### src/hw/eeprom_settings.svh
`ifndef EEPROM_SETTINGS_SVH
`define EEPROM_SETTINGS_SVH

// CLK cycles per half SCL period
`define EEPROM_SCL_HALF 4

// max control byte attempts while the device is busy programming
`define EEPROM_POLL_LIMIT 16

// device type code of the 24Cxx family
`define EEPROM_DEV_CODE 4'b1010

`endif

### src/hw/eeprom_pkg.sv
package eeprom_pkg;

    // commands from the sequencer to the bit engine
    typedef enum logic [2:0] {
        cmd_start,
        cmd_stop,
        cmd_write,
        cmd_read_ack,
        cmd_read_nack
    } i2c_cmd_e;

    // transaction sequencer states
    typedef enum logic [3:0] {
        st_idle,
        st_start,
        st_ctrl_write,
        st_addr_write,
        st_data_write,
        st_restart,
        st_ctrl_read,
        st_data_read,
        st_stop,
        st_done
    } wr_state_e;

    // bit engine phases of half an SCL period each
    typedef enum logic [3:0] {
        ph_idle,
        ph_start_a,
        ph_start_b,
        ph_bit_low,
        ph_bit_high,
        ph_ack_low,
        ph_ack_high,
        ph_stop_a,
        ph_stop_b
    } bit_state_e;

endpackage

### src/hw/i2c_byte_engine.sv
`timescale 1ns/1ps
`include "eeprom_settings.svh"

module i2c_byte_engine import eeprom_pkg::*; (
    input  logic       CLK,
    input  logic       RESET,
    input  logic       cmd_req,
    input  i2c_cmd_e   cmd,
    input  logic [7:0] tx_byte,
    input  logic       sda_in,
    output logic       cmd_ack,
    output logic [7:0] rx_byte,
    output logic       nack,
    output logic       scl_o,
    output logic       sda_low
);

    localparam int half = `EEPROM_SCL_HALF;
    localparam int cnt_w = (half > 1) ? $clog2(half) : 1;
    localparam logic [cnt_w-1:0] cnt_last = cnt_w'(half - 1);
    localparam logic [cnt_w-1:0] cnt_mid = cnt_w'(half / 2 - 1);

    bit_state_e       phase;
    logic [cnt_w-1:0] cnt;        // position inside the current half period
    logic [2:0]       bit_cnt;
    logic [7:0]       shreg;      // shared by transmit and receive
    i2c_cmd_e         cmd_q;
    logic             phase_end;
    logic             at_mid;

    assign phase_end = (cnt == cnt_last);
    assign at_mid    = (cnt == cnt_mid);

    always_ff @(posedge CLK) begin
        if (RESET) begin
            phase   <= ph_idle;
            cnt     <= '0;
            bit_cnt <= '0;
            cmd_ack <= 1'b0;
            scl_o   <= 1'b1;      // bus idles with both lines high
            sda_low <= 1'b0;
        end else begin
            if (phase == ph_idle || phase_end) begin
                cnt <= '0;
            end else begin
                cnt <= cnt + 1'b1;
            end

            case (phase)
                ph_idle: begin
                    if (cmd_ack && !cmd_req) begin
                        cmd_ack <= 1'b0;
                    end else if (cmd_req && !cmd_ack) begin
                        cmd_q   <= cmd;
                        shreg   <= tx_byte;
                        bit_cnt <= 3'd7;
                        case (cmd)
                            cmd_start: begin
                                sda_low <= 1'b0;   // SCL may still be low on a restart
                                phase   <= ph_start_a;
                            end
                            cmd_stop: begin
                                scl_o <= 1'b0;
                                phase <= ph_stop_a;
                            end
                            default: begin
                                scl_o <= 1'b0;
                                phase <= ph_bit_low;
                            end
                        endcase
                    end
                end

                ph_start_a: begin
                    if (at_mid) begin
                        scl_o <= 1'b1;
                    end
                    if (phase_end) begin
                        sda_low <= 1'b1;           // SDA falls while SCL high
                        phase   <= ph_start_b;
                    end
                end

                ph_start_b: begin
                    if (at_mid) begin
                        scl_o <= 1'b0;
                    end
                    if (phase_end) begin
                        cmd_ack <= 1'b1;
                        phase   <= ph_idle;
                    end
                end

                ph_bit_low: begin
                    // data changes only in the middle of SCL low
                    if (at_mid) begin
                        sda_low <= (cmd_q == cmd_write) ? ~shreg[7] : 1'b0;
                    end
                    if (phase_end) begin
                        scl_o <= 1'b1;
                        phase <= ph_bit_high;
                    end
                end

                ph_bit_high: begin
                    if (at_mid) begin
                        shreg <= {shreg[6:0], sda_in};  // msb first
                    end
                    if (phase_end) begin
                        scl_o <= 1'b0;
                        if (bit_cnt == 3'd0) begin
                            phase <= ph_ack_low;
                        end else begin
                            bit_cnt <= bit_cnt - 1'b1;
                            phase   <= ph_bit_low;
                        end
                    end
                end

                ph_ack_low: begin
                    if (at_mid) begin
                        sda_low <= (cmd_q == cmd_read_ack);  // master ack only on read_ack
                    end
                    if (phase_end) begin
                        scl_o <= 1'b1;
                        phase <= ph_ack_high;
                    end
                end

                ph_ack_high: begin
                    if (at_mid) begin
                        nack <= sda_in;            // released line means no ack
                    end
                    if (phase_end) begin
                        scl_o   <= 1'b0;
                        rx_byte <= shreg;
                        cmd_ack <= 1'b1;
                        phase   <= ph_idle;
                    end
                end

                ph_stop_a: begin
                    if (at_mid) begin
                        sda_low <= 1'b1;
                    end
                    if (phase_end) begin
                        scl_o <= 1'b1;
                        phase <= ph_stop_b;
                    end
                end

                ph_stop_b: begin
                    if (at_mid) begin
                        sda_low <= 1'b0;           // SDA rises while SCL high
                    end
                    if (phase_end) begin
                        cmd_ack <= 1'b1;
                        phase   <= ph_idle;
                    end
                end

                default: begin
                    phase <= ph_idle;
                end
            endcase
        end
    end

endmodule

### config.mk
export PLATFORM = sky130hd
export DESIGN_NAME = i2c_byte_engine
export DESIGN_NICKNAME = d
export VERILOG_FILES = /design/src/hw/eeprom_pkg.sv /design/src/hw/i2c_byte_engine.sv
export VERILOG_INCLUDE_DIRS = /design/src /design/src/hw
export SDC_FILE = /design/constraint.sdc
export NUM_CORES = 1
export LEC_CHECK = 0
export ABC_AREA = 1
export BUFFER_PORTS_ARGS = -buffer_cell sky130_fd_sc_hd__buf_4
export CORE_ASPECT_RATIO = 1.75
export CORE_MARGIN = 3
export CORE_UTILIZATION = 45
export CTS_CLUSTER_DIAMETER = 120
export DETAILED_ROUTE_END_ITERATION = 8
export MAX_ROUTING_LAYER = met4
export PLACE_DENSITY_LB_ADDON = 0.12
export SLEW_MARGIN = 15
export SYNTH_ARGS = -nofsm -noshare
export SYNTH_HDL_FRONTEND = slang
export SYNTH_SLANG_ARGS = --single-unit
### constraint.sdc
create_clock -name CLK -period 3.83 [get_ports CLK]
set_input_delay 0.383 -clock CLK [delete_from_list [all_inputs] [get_ports CLK]]
set_output_delay 0.383 -clock CLK [all_outputs]
set_load 0.02 [all_outputs]
==> impl_metrics.yaml <==
clock_network:
  insertion_delay_ns: 0.28
  h-tree-depth: 2
  postCtsHoldBufs: 0
  clockRootBuffer: "clkbuf_8"
  cts_resized: 0
  path_clk_slew_ns: 0.06
  cts_sinks: 32
  cts_buffer_depth: 2
  cts_tree: "yes"
  numCtsBuffers: 5
  cts_setup_buffers: 0
global_route:
  antenna_found_initial: 0
  grt_pass1_vias: 1308
  grt_usage_pct: 19.0
  grt_max_degree: 13
  grt_overflow: 0
  grt_pass1_wl_um: 5780
setup_path:
  end_kind: "register"
  crit_type: "register to register"
  arrival_ns: 1.98
  crit_path_max_fanout: 8
  crit_path_start_kind: "register"
  required_ns: 3.73
finish:
  syn_to_final_growth_pct: 20.0
  instances_no_fill: 279
  diodes: 0
  n_fill_cell: 299
  drive_gt1_share_pct: 23.9
  ff_latch_area_um2: 841
  layout_common_cells: "nand2_1 (65), nor2_1 (28), buf_4 (26)"
  multi_input_area_um2: 724
  final_common_cell: "nand2_1"
  nNetsFinal: 252
die:
  die_area_um2: 4490
  ioPinCount: 27
  num_rows: 28
  chipHeight_um: 86.4
  initial_core_util_pct: 47.9
  core_region_area_um2: 3470
  floorplan.die.width_um: 52.0
synth:
  synthTopCellsByArea: "edfxtp_1 (36%), nand2_1 (15%), dfxtp_1 (14%)"
  synth_area_um2: 1660
  ys_seq_elements: 32
  synth_top_area_share_pct: 36.1
  yosysSeqAreaShare_pct: 50.6
  synth_nets: 224
  ys.warnings.count: 0
  ys_types: 25
  syn_inst: 205
  syn_avg_cell_area_um2: 8.11
  synth.largest_area_cell: "edfxtp_1"
power:
  p_int_w: 0.000858
  p_per_area_nw_per_um2: 725
  p_seq_share_pct: 36.5
  p_sw_w: 0.000588
  p_clk_share_pct: 21.8
  p_sw_share_pct: 40.6
  peakVddDrop_mv: 0.425
  p_leak_nw: 0.898
  p_total_w: 0.00145
  combPwrFrac_pct: 41.7
sta:
  grt_setup_unrepaired: "no"
  setup_violations: 0
  worst_pin_slew_ns: 1.11
  slew_headroom_pct: 25.6
  slew_viol_final: 0
  fin_crit_ns: 2.07
  setup_tns_ns: 0
  final-hold-violation-count: 0
  fmax_ghz: 0.482
  post-route-period-util_pct: 54.1
  fin_ws_ns: 1.76
  finClkSkew_ns: 0.00187
  hold_slack_ns: 0.284
detailed_routing:
  viasPerCell: 5.01
  ant_nets: 0
  drtPass1Iterations: 4
  totalWireLength_um: 3720
  drt_iter0_markers: 43
  route.vias.total: 1398
  wire_per_inst_um: 13.3
  drc: 0
place:
  dp_slack_ns: 1.76
  dpl.cell_count: 271
  dp_hpwl_um: 2960
  gp_congestion: 0.902
  port_buffers: 26
run_status:
  status: "complete, no violations"
job:
  maxCapViolCount: 0
hold_path:
  min_path_type: "input pin to register"
[worst max-delay path, cell delays in order, from the launching register on]
cell	delay (ns)
dfxtp_1	0.51
inv_2	0.12
nor2_4	0.11
nand3_1	0.09
nor3_1	0.86
[synthesized netlist by cell type]
library cell,instances
o211ai_1,1
inv_2,4
ha_1,4
nor2_2,4
nor3_1,4
inv_1,15
o21ai_0,3
buf_4,1
edfxtp_1,20
nand2_1,65
nand3b_1,1
nand3_2,2
buf_1,1
dfxtp_1,12
nor3_2,1
nand2_2,8
a2111oi_0,1
nand3_1,17
nor2_1,28
a21oi_1,6
buf_2,2
buf_6,1
xnor2_1,1
o21ai_2,1
nor2_4,2
[worst paths after layout]
path,start,end,slack [ns],cells past startpoint
setup / recovery,phase[2]$_SDFFE_PP0P_,rx_byte[3]$_DFFE_PP_,1.76,4
hold / removal,cmd[1],cmd_q[1]$_DFFE_PP_,0.28,1
setup reg to reg,phase[2]$_SDFFE_PP0P_,rx_byte[3]$_DFFE_PP_,1.76,4
hold reg to reg,cnt[0]$_SDFF_PP0_,cnt[0]$_SDFF_PP0_,0.46,1
[cell type report]
class | instances | share of cell area, %
flip-flops and latches | 32 | 42.1
multi-input cells | 149 | 36.3
repair buffers | 26 | 9.78
clock buffers | 6 | 3.64
inverters | 19 | 3.57
well taps | 45 | 2.82
clock inverters | 2 | 1.76
[per-layer routing]
metal / GRT usage (%) / share of wire, % / vias up
li1: - / - / 719
met1: 15.6 / 35 / 613
met2: 34.6 / 56 / 50
met3: 5.34 / 4.6 / 16
met4: 12.9 / 5.0 / 0
met5: - / 0 / -
[power groups by stage]
stage                     clock [W]  sequential [W]  combinational, W
after detailed placement          0        0.000534          0.000598
after floorplan                   0        0.000511          0.000481
after CTS                  0.000322        0.000527          0.000601
after global placement            0        0.000530          0.000609
after global routing       0.000335        0.000538          0.000680
final                      0.000316        0.000527          0.000603
[through the flow]
step / util (%) / instance area (um^2)
after global routing: 57.5 / 2000
after global placement: 54.4 / 1890
after floorplan: - / 1660
final: 57.5 / 2000
after detailed placement: 54.4 / 1890
after CTS: 57.5 / 2000
[registers in the layout, summed over array words and instances (netlist names)]
signal	count
phase	4
cnt	2
shreg	8
cmd_ack	1
cmd_q	3
scl_o	1
nack	1
sda_low	1
rx_byte	8
bit_cnt	3
[cells by family (layout without fill, tap and decap cells)]
group           after synthesis  count (layout)  synth area share, %
fa+ha+maj                     4               4                 3.01
compound gates               12              12                 4.21
simple gates                132             132                 35.4
xor+xnor                      1               1                0.527
flops                        32              32                 50.6
buf+inv                      24              53                 6.24
Note: power is estimated with default switching activity, not from simulation.
