[config.mk]
export PLATFORM = sky130hd
export DESIGN_NAME = eeprom_wr
export DESIGN_NICKNAME = d
export VERILOG_FILES = /design/src/hw/eeprom_pkg.sv /design/src/hw/eeprom_wr.sv
export VERILOG_INCLUDE_DIRS = /design/src /design/src/hw
export SDC_FILE = /design/constraint.sdc
export NUM_CORES = 1
export LEC_CHECK = 0
export BUFFER_PORTS_ARGS = -buffer_cell sky130_fd_sc_hd__buf_2
export CORE_MARGIN = 2
export CORE_UTILIZATION = 45
export CTS_BUF_LIST = sky130_fd_sc_hd__clkbuf_4 sky130_fd_sc_hd__clkbuf_8
export DETAILED_ROUTE_END_ITERATION = 7
export GPL_TIMING_DRIVEN = 0
export PLACE_DENSITY_LB_ADDON = 0.08
export SLEW_MARGIN = 20
export SYNTH_ARGS = -nofsm -noshare
export SYNTH_HDL_FRONTEND = slang
export SYNTH_SLANG_ARGS = --single-unit
[constraint.sdc]
create_clock -name CLK -period 5.54 [get_ports CLK]
set_input_delay 0.277 -clock CLK [delete_from_list [all_inputs] [get_ports CLK]]
set_output_delay 0.277 -clock CLK [all_outputs]
set_load 0.05 [all_outputs]
[src/hw/eeprom_settings.svh]
`ifndef EEPROM_SETTINGS_SVH
`define EEPROM_SETTINGS_SVH

// CLK cycles per half SCL period
`define EEPROM_SCL_HALF 4

// max control byte attempts while the device is busy programming
`define EEPROM_POLL_LIMIT 16

// device type code of the 24Cxx family
`define EEPROM_DEV_CODE 4'b1010

`endif

[src/hw/eeprom_pkg.sv]
package eeprom_pkg;

    // commands from the sequencer to the bit engine
    typedef enum logic [2:0] {
        cmd_start,
        cmd_stop,
        cmd_write,
        cmd_read_ack,
        cmd_read_nack
    } i2c_cmd_e;

    // transaction sequencer states
    typedef enum logic [3:0] {
        st_idle,
        st_start,
        st_ctrl_write,
        st_addr_write,
        st_data_write,
        st_restart,
        st_ctrl_read,
        st_data_read,
        st_stop,
        st_done
    } wr_state_e;

    // bit engine phases of half an SCL period each
    typedef enum logic [3:0] {
        ph_idle,
        ph_start_a,
        ph_start_b,
        ph_bit_low,
        ph_bit_high,
        ph_ack_low,
        ph_ack_high,
        ph_stop_a,
        ph_stop_b
    } bit_state_e;

endpackage

[src/hw/eeprom_wr.sv]
`timescale 1ns/1ps
`include "eeprom_settings.svh"

module eeprom_wr import eeprom_pkg::*; (
    input  logic        CLK,
    input  logic        RESET,
    input  logic        wr,
    input  logic        rd,
    input  logic [10:0] addr,
    input  logic [7:0]  wdata,
    input  logic        cmd_ack,
    input  logic [7:0]  rx_byte,
    input  logic        nack,
    output logic        ack,
    output logic [7:0]  rdata,
    output logic        err,
    output logic        cmd_req,
    output i2c_cmd_e    cmd,
    output logic [7:0]  tx_byte
);

    localparam int poll_limit = `EEPROM_POLL_LIMIT;
    localparam int try_w = $clog2(poll_limit + 1);
    localparam logic [try_w-1:0] try_last = try_w'(poll_limit);

    wr_state_e        state;
    logic             is_read;
    logic [10:0]      addr_q;
    logic [7:0]       wdata_q;
    logic [try_w-1:0] tries;      // control byte attempts so far
    logic             retry;      // stop is followed by another start
    logic             fail;
    logic [7:0]       ctrl_byte;
    i2c_cmd_e         cmd_sel;
    logic [7:0]       tx_sel;
    logic             cmd_state;
    logic             link_free;
    logic             link_done;

    // device code, block select, direction
    assign ctrl_byte = {`EEPROM_DEV_CODE, addr_q[10:8], (state == st_ctrl_read)};

    assign link_free = !cmd_req && !cmd_ack;
    assign link_done = cmd_req && cmd_ack;

    always_comb begin
        cmd_state = 1'b1;
        cmd_sel   = cmd_start;
        tx_sel    = 8'h00;
        case (state)
            st_start, st_restart: begin
                cmd_sel = cmd_start;
            end
            st_ctrl_write, st_ctrl_read: begin
                cmd_sel = cmd_write;
                tx_sel  = ctrl_byte;
            end
            st_addr_write: begin
                cmd_sel = cmd_write;
                tx_sel  = addr_q[7:0];
            end
            st_data_write: begin
                cmd_sel = cmd_write;
                tx_sel  = wdata_q;
            end
            st_data_read: begin
                cmd_sel = cmd_read_nack;   // single byte needs no master ack
                tx_sel  = 8'hff;
            end
            st_stop: begin
                cmd_sel = cmd_stop;
            end
            default: begin
                cmd_state = 1'b0;
            end
        endcase
    end

    always_ff @(posedge CLK) begin
        if (RESET) begin
            state   <= st_idle;
            cmd_req <= 1'b0;
            ack     <= 1'b0;
            err     <= 1'b0;
            tries   <= '0;
            retry   <= 1'b0;
            fail    <= 1'b0;
        end else begin
            // one engine command per state
            if (cmd_state && link_free) begin
                cmd_req <= 1'b1;
                cmd     <= cmd_sel;
                tx_byte <= tx_sel;
            end
            if (link_done) begin
                cmd_req <= 1'b0;
            end

            case (state)
                st_idle: begin
                    if (wr || rd) begin
                        is_read <= rd;
                        addr_q  <= addr;
                        wdata_q <= wdata;
                        tries   <= '0;
                        retry   <= 1'b0;
                        fail    <= 1'b0;
                        state   <= st_start;
                    end
                end

                st_start: begin
                    if (link_done) begin
                        tries <= tries + 1'b1;
                        state <= st_ctrl_write;
                    end
                end

                st_ctrl_write: begin
                    if (link_done) begin
                        if (nack) begin
                            // device busy programming so poll again up to the limit
                            retry <= (tries != try_last);
                            fail  <= (tries == try_last);
                            state <= st_stop;
                        end else begin
                            state <= st_addr_write;
                        end
                    end
                end

                st_addr_write: begin
                    if (link_done) begin
                        if (nack) begin
                            fail  <= 1'b1;
                            state <= st_stop;
                        end else if (is_read) begin
                            state <= st_restart;
                        end else begin
                            state <= st_data_write;
                        end
                    end
                end

                st_data_write: begin
                    if (link_done) begin
                        fail  <= nack;
                        state <= st_stop;
                    end
                end

                st_restart: begin
                    if (link_done) begin
                        state <= st_ctrl_read;
                    end
                end

                st_ctrl_read: begin
                    if (link_done) begin
                        fail  <= nack;
                        state <= nack ? st_stop : st_data_read;
                    end
                end

                st_data_read: begin
                    if (link_done) begin
                        rdata <= rx_byte;
                        state <= st_stop;
                    end
                end

                st_stop: begin
                    if (link_done) begin
                        if (retry) begin
                            retry <= 1'b0;
                            state <= st_start;
                        end else begin
                            ack   <= 1'b1;
                            err   <= fail;
                            state <= st_done;
                        end
                    end
                end

                st_done: begin
                    if (!wr && !rd) begin   // held request keeps ack up
                        ack   <= 1'b0;
                        err   <= 1'b0;
                        state <= st_idle;
                    end
                end

                default: begin
                    state <= st_idle;
                end
            endcase
        end
    end

endmodule

==> results of run 1 <==
## power groups by stage
stage / Clock (mW) / Combinational [mW] / Sequential (mW)
5_1_grt: 0.239 / 0.426 / 0.522
4_1_cts: 0.224 / 0.387 / 0.516
2_1_floorplan: 0 / 0.222 / 0.584
6_report: 0.219 / 0.388 / 0.516
3_3_place_gp: 0 / 0.372 / 0.529
3_5_place_dp: 0 / 0.384 / 0.526
## cell families (layout without fill, tap and decap cells)
family / after synthesis / count (layout) / synth area share, %
AOI/OAI and AO/OA: 51 / 51 / 13.99
xor gates and xnor gates: 5 / 5 / 1.891
adders and majority gates: 2 / 2 / 1.080
buffers and inverters: 19 / 85 / 3.511
DFF: 53 / 53 / 62.67
muxes: 3 / 3 / 1.297
and+or+nand+nor: 69 / 69 / 15.56
## sequential cells by signal, indices dropped and copies added, names as in the netlist
register / count
addr_q: 11
rdata: 8
tx_byte: 8
wdata_q: 8
tries: 5
state: 4
cmd: 3
ack: 1
cmd_req: 1
err: 1
fail: 1
is_read: 1
retry: 1
## layout by cell type, fill, tap and decap left out, types with 2 or more instances in the layout
cell type / n
buf_2: 60
a21oi_1: 17
nor2_1: 21
nand3_1: 8
o22a_1: 2
nand2_1: 11
xnor2_1: 5
nor4_2: 2
nor4_1: 2
o31ai_1: 3
clkinvlp_4: 2
inv_1: 5
a21o_1: 3
edfxtp_1: 39
o21a_1: 3
clkbuf_1: 9
and3_1: 3
a21boi_1: 2
a22oi_1: 2
mux2i_1: 3
nand2b_1: 4
o21ai_0: 9
clkbuf_8: 5
or3_1: 3
dfxtp_1: 14
nor3_1: 5
nor2b_1: 2
o211ai_1: 2
ha_1: 2
## final cells by class
class | count | area share (%)
inverter | 6 | 0.8036
timing repair buffer | 58 | 10.36
clock inverter | 2 | 0.5357
buffer | 13 | 2.098
sequential | 53 | 51.79
clock buffer | 6 | 2.723
multi-input combinational | 130 | 28.57
tap | 70 | 3.125
## layer usage
metal	vias to the layer above	part of all wire, %	routed length [microns]
li1	875	-	-
met1	804	45	2091
met2	64	48	2257
met3	7	5.6	261
met4	0	1.2	55
met5	-	0	0
## worst max-delay path: stages, from the launching register on
cell,delay (ps)
dfxtp_1,300
buf_2,160
or3_1,300
buf_2,180
nor4_2,660
buf_2,340
buf_2,220
## how the worst max path moves through the flow
| stage | cells after the start | from | slack (ps) | endpoint |
|---|---|---|---|---|
| floorplan | 4 | state[2] | 2220 | addr_q[0] |
| global placement | 4 | state[2] | 1430 | wdata_q[7] |
| detailed placement | 4 | state[0] | 2900 | rdata[4] |
| CTS | 4 | state[0] | 2890 | rdata[4] |
| global route | 6 | state[2] | 2930 | wdata_q[7] |
| finish | 6 | state[2] | 3090 | wdata_q[7] |
==> results.md, run 1 <==
* Total core area at 5042 sq um
* Crit Path Class: register to register
* GRT busiest layer: met2
* Asr flop ratio synth at 0%
* CTS sink cnt at 53
* Required time worst endpoint at 5560 ps
* Vias in the first global route at 1591
* DR vias at 1750
* RSZ-0062 raised after global routing: no
* Cts repair resizes at 0
* Setup ws final at 3086 ps
* Hold depth at 1
* Sequential power share at 45.9%
* Hold Crit Start: wdata[0]
* Setup Buffers After CTS at 0
* Gpl congestion at 0.8854
* Hold Slack at 138.1 ps
* Worst skew pair latency at 310 ps
* Antenna diodes at 0
* Area of the multi-input gates at 800.8 sq um
* Pre-CTS setup slack at 2899 ps
* Syn_nets at 237
* Post-synth EDFFs at 39
* Syn_area_per_cell at 11.47 sq um
* DP HPWL at 3.329 mm
* Final worst-path cycle share at 44.30%
* Reg-to-Reg End: wdata_q[7]
* Clk_skew at 10.38 ps
* CP Data Arrival Time at 2470 ps
* Status: completed
* Tmin final at 2454 ps
* Crit start category: register
* Power per Cell Area at 401.0 nW/um^2
* Gate power share at 34.5%
* Ys Warns at 0
* Drt via density at 5.178
* Most frequent cells after synthesis: 39 x edfxtp_1, 21 x nor2_1, 17 x a21oi_1, 14 x dfxtp_1, 11 x nand2_1
* Worst Reg-to-Reg Cells at 6
* Fmax at 407.5 MHz
* Proportion of power drawn by the clock network at 19.5%
* Sequential share of the synthesized area at 62.67%
* Ys flop type: edfxtp_1
* Met3 Usage GRT at 4.233%
* Maxcap violations at 0
* Yosys top cell area share at 50.57%
* Fin cells at 338
* Leakage at 1.048 nW
* Register area at 1451 sq um
* Area of placed instances at 2706 sq um
* Total die area at 5737 sq um
* CTS Buf Count at 5
* Cell Area, Synth at 2316 sq um
* # IOs at 55
* Switch share at 36.89%
* Starting Density at 45.93%
* Total Wirelength at 4.665 mm
* Die Y at 75.74 microns
* TritonCTS clock tree: yes
* Net count, final at 302
* Fin Setup TNS at 0 ps
* Worst VDD drop at 166.2 uV
* CTS Hold Buffers Added at 0
* Register bit count reported by yosys at 53
* Hold Violations, Final at 0
* Hold EP: wdata_q[0]
* Drt drc at 0
* Int Power at 709.2 uW
* First-pass detailed-route iteration total at 4
* IO Port Bufs at 54
* Total gr overflow at 0
* First DRT Iteration DRCs at 182
* Die X at 75.74 microns
* Worst slew pin tran at 768.5 ps
* Critical R2R Launch: state[2]
* Initial antenna violation count at 0
* Worst setup EP type: register
* Hold Path Class: input port to register
* FILL cells at 448
* Netlist cell types at 44
* Rows at 26
* CP Max Fanout at 10
* Largest net degree at the start of global routing at 17
* Switching pwr at 414.6 uW
* Final Util at 55.58%
* Clock transition at path regs at 100 ps
* CTS H-Tree Depth at 2
* Power, Total at 1.124 mW
* Endpoints failing setup at 0
* Final Cell Area at 2803 sq um
* Drt wl/cell at 13.80 microns
* Slew Limit Fails at 0
* Top-count cell post-synth: edfxtp_1
* Area growth from synthesis to final layout at 21.02%
* Relative slew slack at 48.34%
* Tot GR Track Use at 17.88%
* Synth area leader: edfxtp_1
* CTS max path bufs at 2
* R2R Setup Slk at 3090 ps
* Clock root buffer: clkbuf_8
* First-pass GRT wire length at 7.638 mm
* Syn Inst Count at 202
* M1 GR Usage at 24.19%
* Post-route ant nets at 0
* Fraction of layout cells with a size suffix above 1 at 28.36%
* Synth top area cells: edfxtp_1 51%, dfxtp_1 12%, a21oi_1 3.7%, nor2_1 3.4%, o21ai_0 1.9%
* GR Util met2 at 28.74%
* Placed Instances at 330
Note: power is estimated with default switching activity, not from simulation.
==> run 2: changes to the inputs <==
==> constraint.sdc (replaced) <==
create_clock -name CLK -period 2.25 [get_ports CLK]
set_input_delay 0.1125 -clock CLK [delete_from_list [all_inputs] [get_ports CLK]]
set_output_delay 0.1125 -clock CLK [all_outputs]
set_load 0.05 [all_outputs]
==> results.md, run 2 (synthesized netlist as in run 1, its figures left out) <==
* Area of the multi-input gates at 824.5 sq um (was 800.8 sq um)
* Commonest non-fill, non-tap cells in the layout: 56 x buf_2, 39 x edfxtp_1, 27 x dlygate4sd3_1, 21 x nor2_1, 17 x a21oi_1 (was 60 x buf_2, 39 x edfxtp_1, 21 x nor2_1, 17 x a21oi_1, 14 x dfxtp_1)
* Total core area at 5042 sq um (unchanged)
* Final worst-path cycle share at 90.64% (was 44.30%)
* Total die area at 5737 sq um (unchanged)
* Drt via density at 5.132 (was 5.178)
* CTS max path bufs at 2 (unchanged)
* Maxcap violations at 0 (unchanged)
* IO Port Bufs at 54 (unchanged)
* CP Data Arrival Time at 2060 ps (was 2470 ps)
* Drt drc at 0 (unchanged)
* FILL cells at 419 (was 448)
* Clock root buffer: clkbuf_8 (unchanged)
* Area growth from synthesis to final layout at 35.12% (was 21.02%)
* Leakage at 1.187 nW (was 1.048 nW)
* CTS sink cnt at 53 (unchanged)
* Tmin final at 2039 ps (was 2454 ps)
* Initial antenna violation count at 0 (unchanged)
* Total Wirelength at 5.125 mm (was 4.665 mm)
* Area of placed instances at 2711 sq um (was 2706 sq um)
* Final Util at 62.06% (was 55.58%)
* First DRT Iteration DRCs at 151 (was 182)
* Fmax at 490.3 MHz (was 407.5 MHz)
* CTS H-Tree Depth at 2 (unchanged)
* Fraction of layout cells with a size suffix above 1 at 25.60% (was 28.36%)
* Net count, final at 327 (was 302)
* CTS Buf Count at 5 (unchanged)
* Power, Total at 2.969 mW (was 1.124 mW)
* Antenna diodes at 0 (unchanged)
* Hold Violations, Final at 0 (unchanged)
* First-pass GRT wire length at 8.059 mm (was 7.638 mm)
* Worst skew pair latency at 310 ps (about the same)
* Die X at 75.74 microns (unchanged)
* Hold Path Class: input port to register (unchanged)
* Relative slew slack at 50.44% (was 48.34%)
* Hold Slack at 43.02 ps (was 138.1 ps)
* Worst slew pin tran at 743.4 ps (was 768.5 ps)
* Register area at 1451 sq um (unchanged)
* Post-route ant nets at 0 (unchanged)
* Total gr overflow at 0 (unchanged)
* Slew Limit Fails at 0 (unchanged)
* First-pass detailed-route iteration total at 5 (was 4)
* # IOs at 55 (unchanged)
* Largest net degree at the start of global routing at 17 (unchanged)
* Reg with most FFs: addr_q (unchanged)
* Final Cell Area at 3129 sq um (was 2803 sq um)
* Status: completed (unchanged)
* Die Y at 75.74 microns (unchanged)
* Crit start category: register (unchanged)
* Clock transition at path regs at 90 ps (was 100 ps)
* Required time worst endpoint at 2270 ps (was 5560 ps)
* DP HPWL at 3.328 mm (was 3.329 mm)
* CP Max Fanout at 13 (was 10)
* Drt wl/cell at 14.12 microns (was 13.80 microns)
* Max FFs per register at 11 (unchanged)
* DR vias at 1863 (was 1750)
* Commonest non-fill, non-tap cell in the layout: buf_2 (unchanged)
* Clk_skew at 8.360 ps (was 10.38 ps)
* Gpl congestion at 0.8469 (was 0.8854)
* Vias in the first global route at 1747 (was 1591)
* Tot GR Track Use at 19.14% (was 17.88%)
* Worst VDD drop at 517.1 uV (was 166.2 uV)
* Endpoints failing setup at 0 (unchanged)
* Rows at 26 (unchanged)
* Starting Density at 45.93% (unchanged)
* Crit Path Class: register to register (unchanged)
* Fin Setup TNS at 0 ps (unchanged)
* Worst setup EP type: register (unchanged)
* TritonCTS clock tree: yes (unchanged)
* Power per Cell Area at 948.8 nW/um^2 (was 401.0 nW/um^2)
* RSZ-0062 raised after global routing: no (unchanged)
run 2: cell types whose count changed in the layout (fill, tap and decap cells not counted), moves of 2 or more:
cell           previous run  this run
buf_2                    60        56
clkinvlp_4                2         0
dlygate4sd3_1             0        27
nor4_2                    2         0
nor4_4                    0         2
run 2: final cells by class:
cell class,instances,area share [%]
Sequential cell,53,46.38
Multi-Input combinational cell,130,26.35
Timing Repair Buffer,83,18.15
Tap cell,70,2.799
Clock buffer,6,2.439
Buffer,13,1.919
Clock inverter,2,1.240
Inverter,6,0.7197
run 2: metrics by stage:
step / std cells / setup slack (ps)
2_1_floorplan: 202 / 107.5
3_3_place_gp: 326 / -407.8
3_5_place_dp: 327 / -357.3
4_1_cts: 362 / 74.06
5_1_grt: 363 / 67.31
6_report: 363 / 210.5
run 2: critical path, stage by stage (launching register included):
cell and delay [ps]:
dfxtp_1 300, buf_2 160, or3_1 300, buf_2 190, nor4_4 470, buf_4 320
run 2: path summary, 6_finish.rpt:
kind	from	endpoint	slack, ps	cells after the start
max	state[2]	addr_q[1]	210	5
min	rd	is_read	40	1
max reg2reg	state[2]	addr_q[1]	210	5
min reg2reg	ack	ack	460	2
run 2: power breakdown:
part           leakage, nW  internal (mW)  switching, mW
clock network       0.0588          0.346          0.310
registers            0.471           1.22         0.0566
logic                0.656          0.351          0.687
run 2: routing by layer:
metal	wire (microns)	vias to the layer above	part of all wire, %	global-route usage [%]
met2	2487	67	49	31.61
met5	0	-	0	0
li1	-	921	-	-
met3	247	12	4.8	4.630
met4	110	0	2.1	7.407
met1	2280	863	44	24.28
run 2: what timing repair did:
action,CTS,global route
pin swaps,0,2
setup endpoints to repair,8,32
resized for setup,2,2
endpoints found under the hold margin,27,0
hold buffers,27,0
setup buffers,0,1
==> run 3: changes to the inputs <==
--- a/config.mk
+++ b/config.mk
@@ -11,7 +11,7 @@
 export CORE_UTILIZATION = 45
 export CTS_BUF_LIST = sky130_fd_sc_hd__clkbuf_4 sky130_fd_sc_hd__clkbuf_8
 export DETAILED_ROUTE_END_ITERATION = 7
-export GPL_TIMING_DRIVEN = 0
+export GPL_TIMING_DRIVEN = 1
 export PLACE_DENSITY_LB_ADDON = 0.08
 export SLEW_MARGIN = 20
 export SYNTH_ARGS = -nofsm -noshare
==> constraint.sdc (replaced) <==
create_clock -name CLK -period 2.25 [get_ports CLK]
set_input_delay 0.225 -clock CLK [delete_from_list [all_inputs] [get_ports CLK]]
set_output_delay 0.225 -clock CLK [all_outputs]
set_load 0.05 [all_outputs]
==> results.md, run 3 (synthesized netlist as in run 1, its figures left out) <==
* Commonest non-fill, non-tap cell in the layout: buf_2 (unchanged)
* Maxcap violations at 0 (unchanged)
* Antenna diodes at 0 (unchanged)
* Largest net degree at the start of global routing at 28 (was 17)
* Most used cell, CP: buf_4 (was buf_2)
* Placed Instances at 323 (was 327)
* Total die area at 5737 sq um (unchanged)
* CTS max path bufs at 2 (unchanged)
* Setup ws final at 328.8 ps (was 210.5 ps)
* Initial antenna violation count at 0 (unchanged)
* Slew Limit Fails at 0 (unchanged)
* Fin Setup TNS at 0 ps (unchanged)
* CTS Hold Buffers Added at 0 (was 27)
* CP Data Arrival Time at 1940 ps (was 2060 ps)
* CP delay by family, top: simple AND/OR/NAND/NOR gates (unchanged)
* Power per Cell Area at 984.5 nW/um^2 (was 948.8 nW/um^2)
* Rows at 26 (unchanged)
* Hold Crit Start: addr[9] (was rd)
* Status: completed (unchanged)
* First-pass detailed-route iteration total at 4 (was 5)
* Drt wl/cell at 13.53 microns (was 14.12 microns)
* Final Cell Area at 2808 sq um (was 3129 sq um)
* Power, Total at 2.764 mW (was 2.969 mW)
* Starting Density at 45.93% (unchanged)
* Setup Buffers After CTS at 0 (unchanged)
* Fmax at 520.5 MHz (was 490.3 MHz)
* FILL cells at 428 (was 419)
* CP Max Fanout at 27 (was 13)
* Relative slew slack at 58.00% (was 50.44%)
* Hold Violations, Final at 0 (unchanged)
* RSZ-0062 raised after global routing: no (unchanged)
* CP max-delay cell: or3_1 (was nor4_4)
* Required time worst endpoint at 2270 ps (about the same)
* Fin cells at 331 (was 363)
* First DRT Iteration DRCs at 117 (was 151)
* Vias in the first global route at 1487 (was 1747)
* First-pass GRT wire length at 6.982 mm (was 8.059 mm)
* Tmin final at 1921 ps (was 2039 ps)
* Tot GR Track Use at 16.59% (was 19.14%)
* Worst VDD drop at 589.8 uV (was 517.1 uV)
* Total core area at 5042 sq um (unchanged)
* Post-route ant nets at 0 (unchanged)
* Drt via density at 5.127 (was 5.132)
* Gpl congestion at 0.7529 (was 0.8469)
* Worst-path cell chain: buf_4 -> or3_1 -> xnor2_1 -> nor4_2 -> buf_4 (was buf_2 -> or3_1 -> buf_2 -> nor4_4 -> buf_4)
* DP HPWL at 3.104 mm (was 3.328 mm)
* Crit path buffers/inverters at 2 (was 3)
* Area growth from synthesis to final layout at 21.23% (was 35.12%)
* Total Wirelength at 4.478 mm (was 5.125 mm)
* Worst slew pin tran at 627.6 ps (was 743.4 ps)
* Critical R2R Launch: state[2] (unchanged)
* CTS Buf Count at 5 (unchanged)
* Crit start category: register (unchanged)
* Total gr overflow at 0 (unchanged)
* TritonCTS clock tree: yes (unchanged)
* Leakage at 1.052 nW (was 1.187 nW)
* Clock root buffer: clkbuf_8 (unchanged)
* Drt drc at 0 (unchanged)
* Max FFs per register at 11 (unchanged)
* Clock transition at path regs at 100 ps (was 90 ps)
* Worst setup EP type: register (unchanged)
* Reg with most FFs: addr_q (unchanged)
* Die X at 75.74 microns (unchanged)
* Pre-CTS setup slack at 321.5 ps (was -357.3 ps)
* Final worst-path cycle share at 85.39% (was 90.64%)
* Cts repair resizes at 0 (was 2)
* CP startpoint: state[2] (unchanged)
* Fraction of layout cells with a size suffix above 1 at 30.27% (was 25.60%)
* Endpoints failing setup at 0 (unchanged)
* DR vias at 1697 (was 1863)
* Die Y at 75.74 microns (unchanged)
* Net count, final at 295 (was 327)
* Critical Path Max Stage Delay at 490 ps (was 470 ps)
* Hold Slack at 84.68 ps (was 43.02 ps)
* CTS sink cnt at 53 (unchanged)
* Final Util at 55.68% (was 62.06%)
* Clk_skew at 4.988 ps (was 8.360 ps)
* Hold Path Class: input port to register (unchanged)
* Worst skew pair latency at 310 ps (about the same)
* Commonest non-fill, non-tap cells in the layout: 54 x buf_2, 39 x edfxtp_1, 21 x nor2_1, 17 x a21oi_1, 14 x dfxtp_1 (was 56 x buf_2, 39 x edfxtp_1, 27 x dlygate4sd3_1, 21 x nor2_1, 17 x a21oi_1)
* CTS H-Tree Depth at 2 (unchanged)
* # IOs at 55 (unchanged)
* Crit Path Class: register to register (unchanged)
* IO Port Bufs at 54 (unchanged)
* Area of placed instances at 2711 sq um (unchanged)
==> run 3: cell count changes in the layout (fill, tap and decap cells not counted), sizes merged <==
| cell | change |
|---|---|
| clkinv | -1 |
| clkinvlp | +2 |
| bufinv | -1 |
| clkbuf | -9 |
| buf | +4 |
| dlygate4sd3 | -27 |
==> run 3: worst register-to-register path: stages (launching register included) <==
cell     delay [ps]
dfxtp_1         320
buf_4           210
or3_1           490
xnor2_1         210
nor4_2          160
buf_4           240
==> run 3: worst paths after layout <==
check | depth (start not counted) | to | slack, ps
setup / recovery | 5 | tx_byte[1] | 330
hold / removal | 1 | addr_q[9] | 80
setup reg to reg | 5 | tx_byte[1] | 330
hold reg to reg | 2 | ack | 460
==> run 3: where the power goes <==
part	switching [mW]	internal (mW)
Clock	0.313	0.232
Sequential	0.0711	1.22
Combinational	0.625	0.305
Total	1.01	1.75
==> run 3: routing by layer <==
layer  wire [microns]  global-route usage, %  part of all wire [%]  up-vias
met1             2060                  22.10                    46      777
met5                0                      0                     0        -
met2             2156                  25.96                    48       56
met3              217                  5.159                   4.8        5
met4               44                  5.263                  0.98        0
li1                 -                      -                     -      859
==> run 3: area by class of cell <==
cell class / count / area [sq um] / share of cell area (%)
timing repair buffer: 64 / 345.3 / 12.30
clock inverter: 2 / 15.01 / 0.5348
tap: 70 / 87.58 / 3.119
clock buffer: 6 / 76.32 / 2.718
inverter: 6 / 22.52 / 0.8021
sequential: 53 / 1451 / 51.69
multi-input combinational: 130 / 809.5 / 28.83
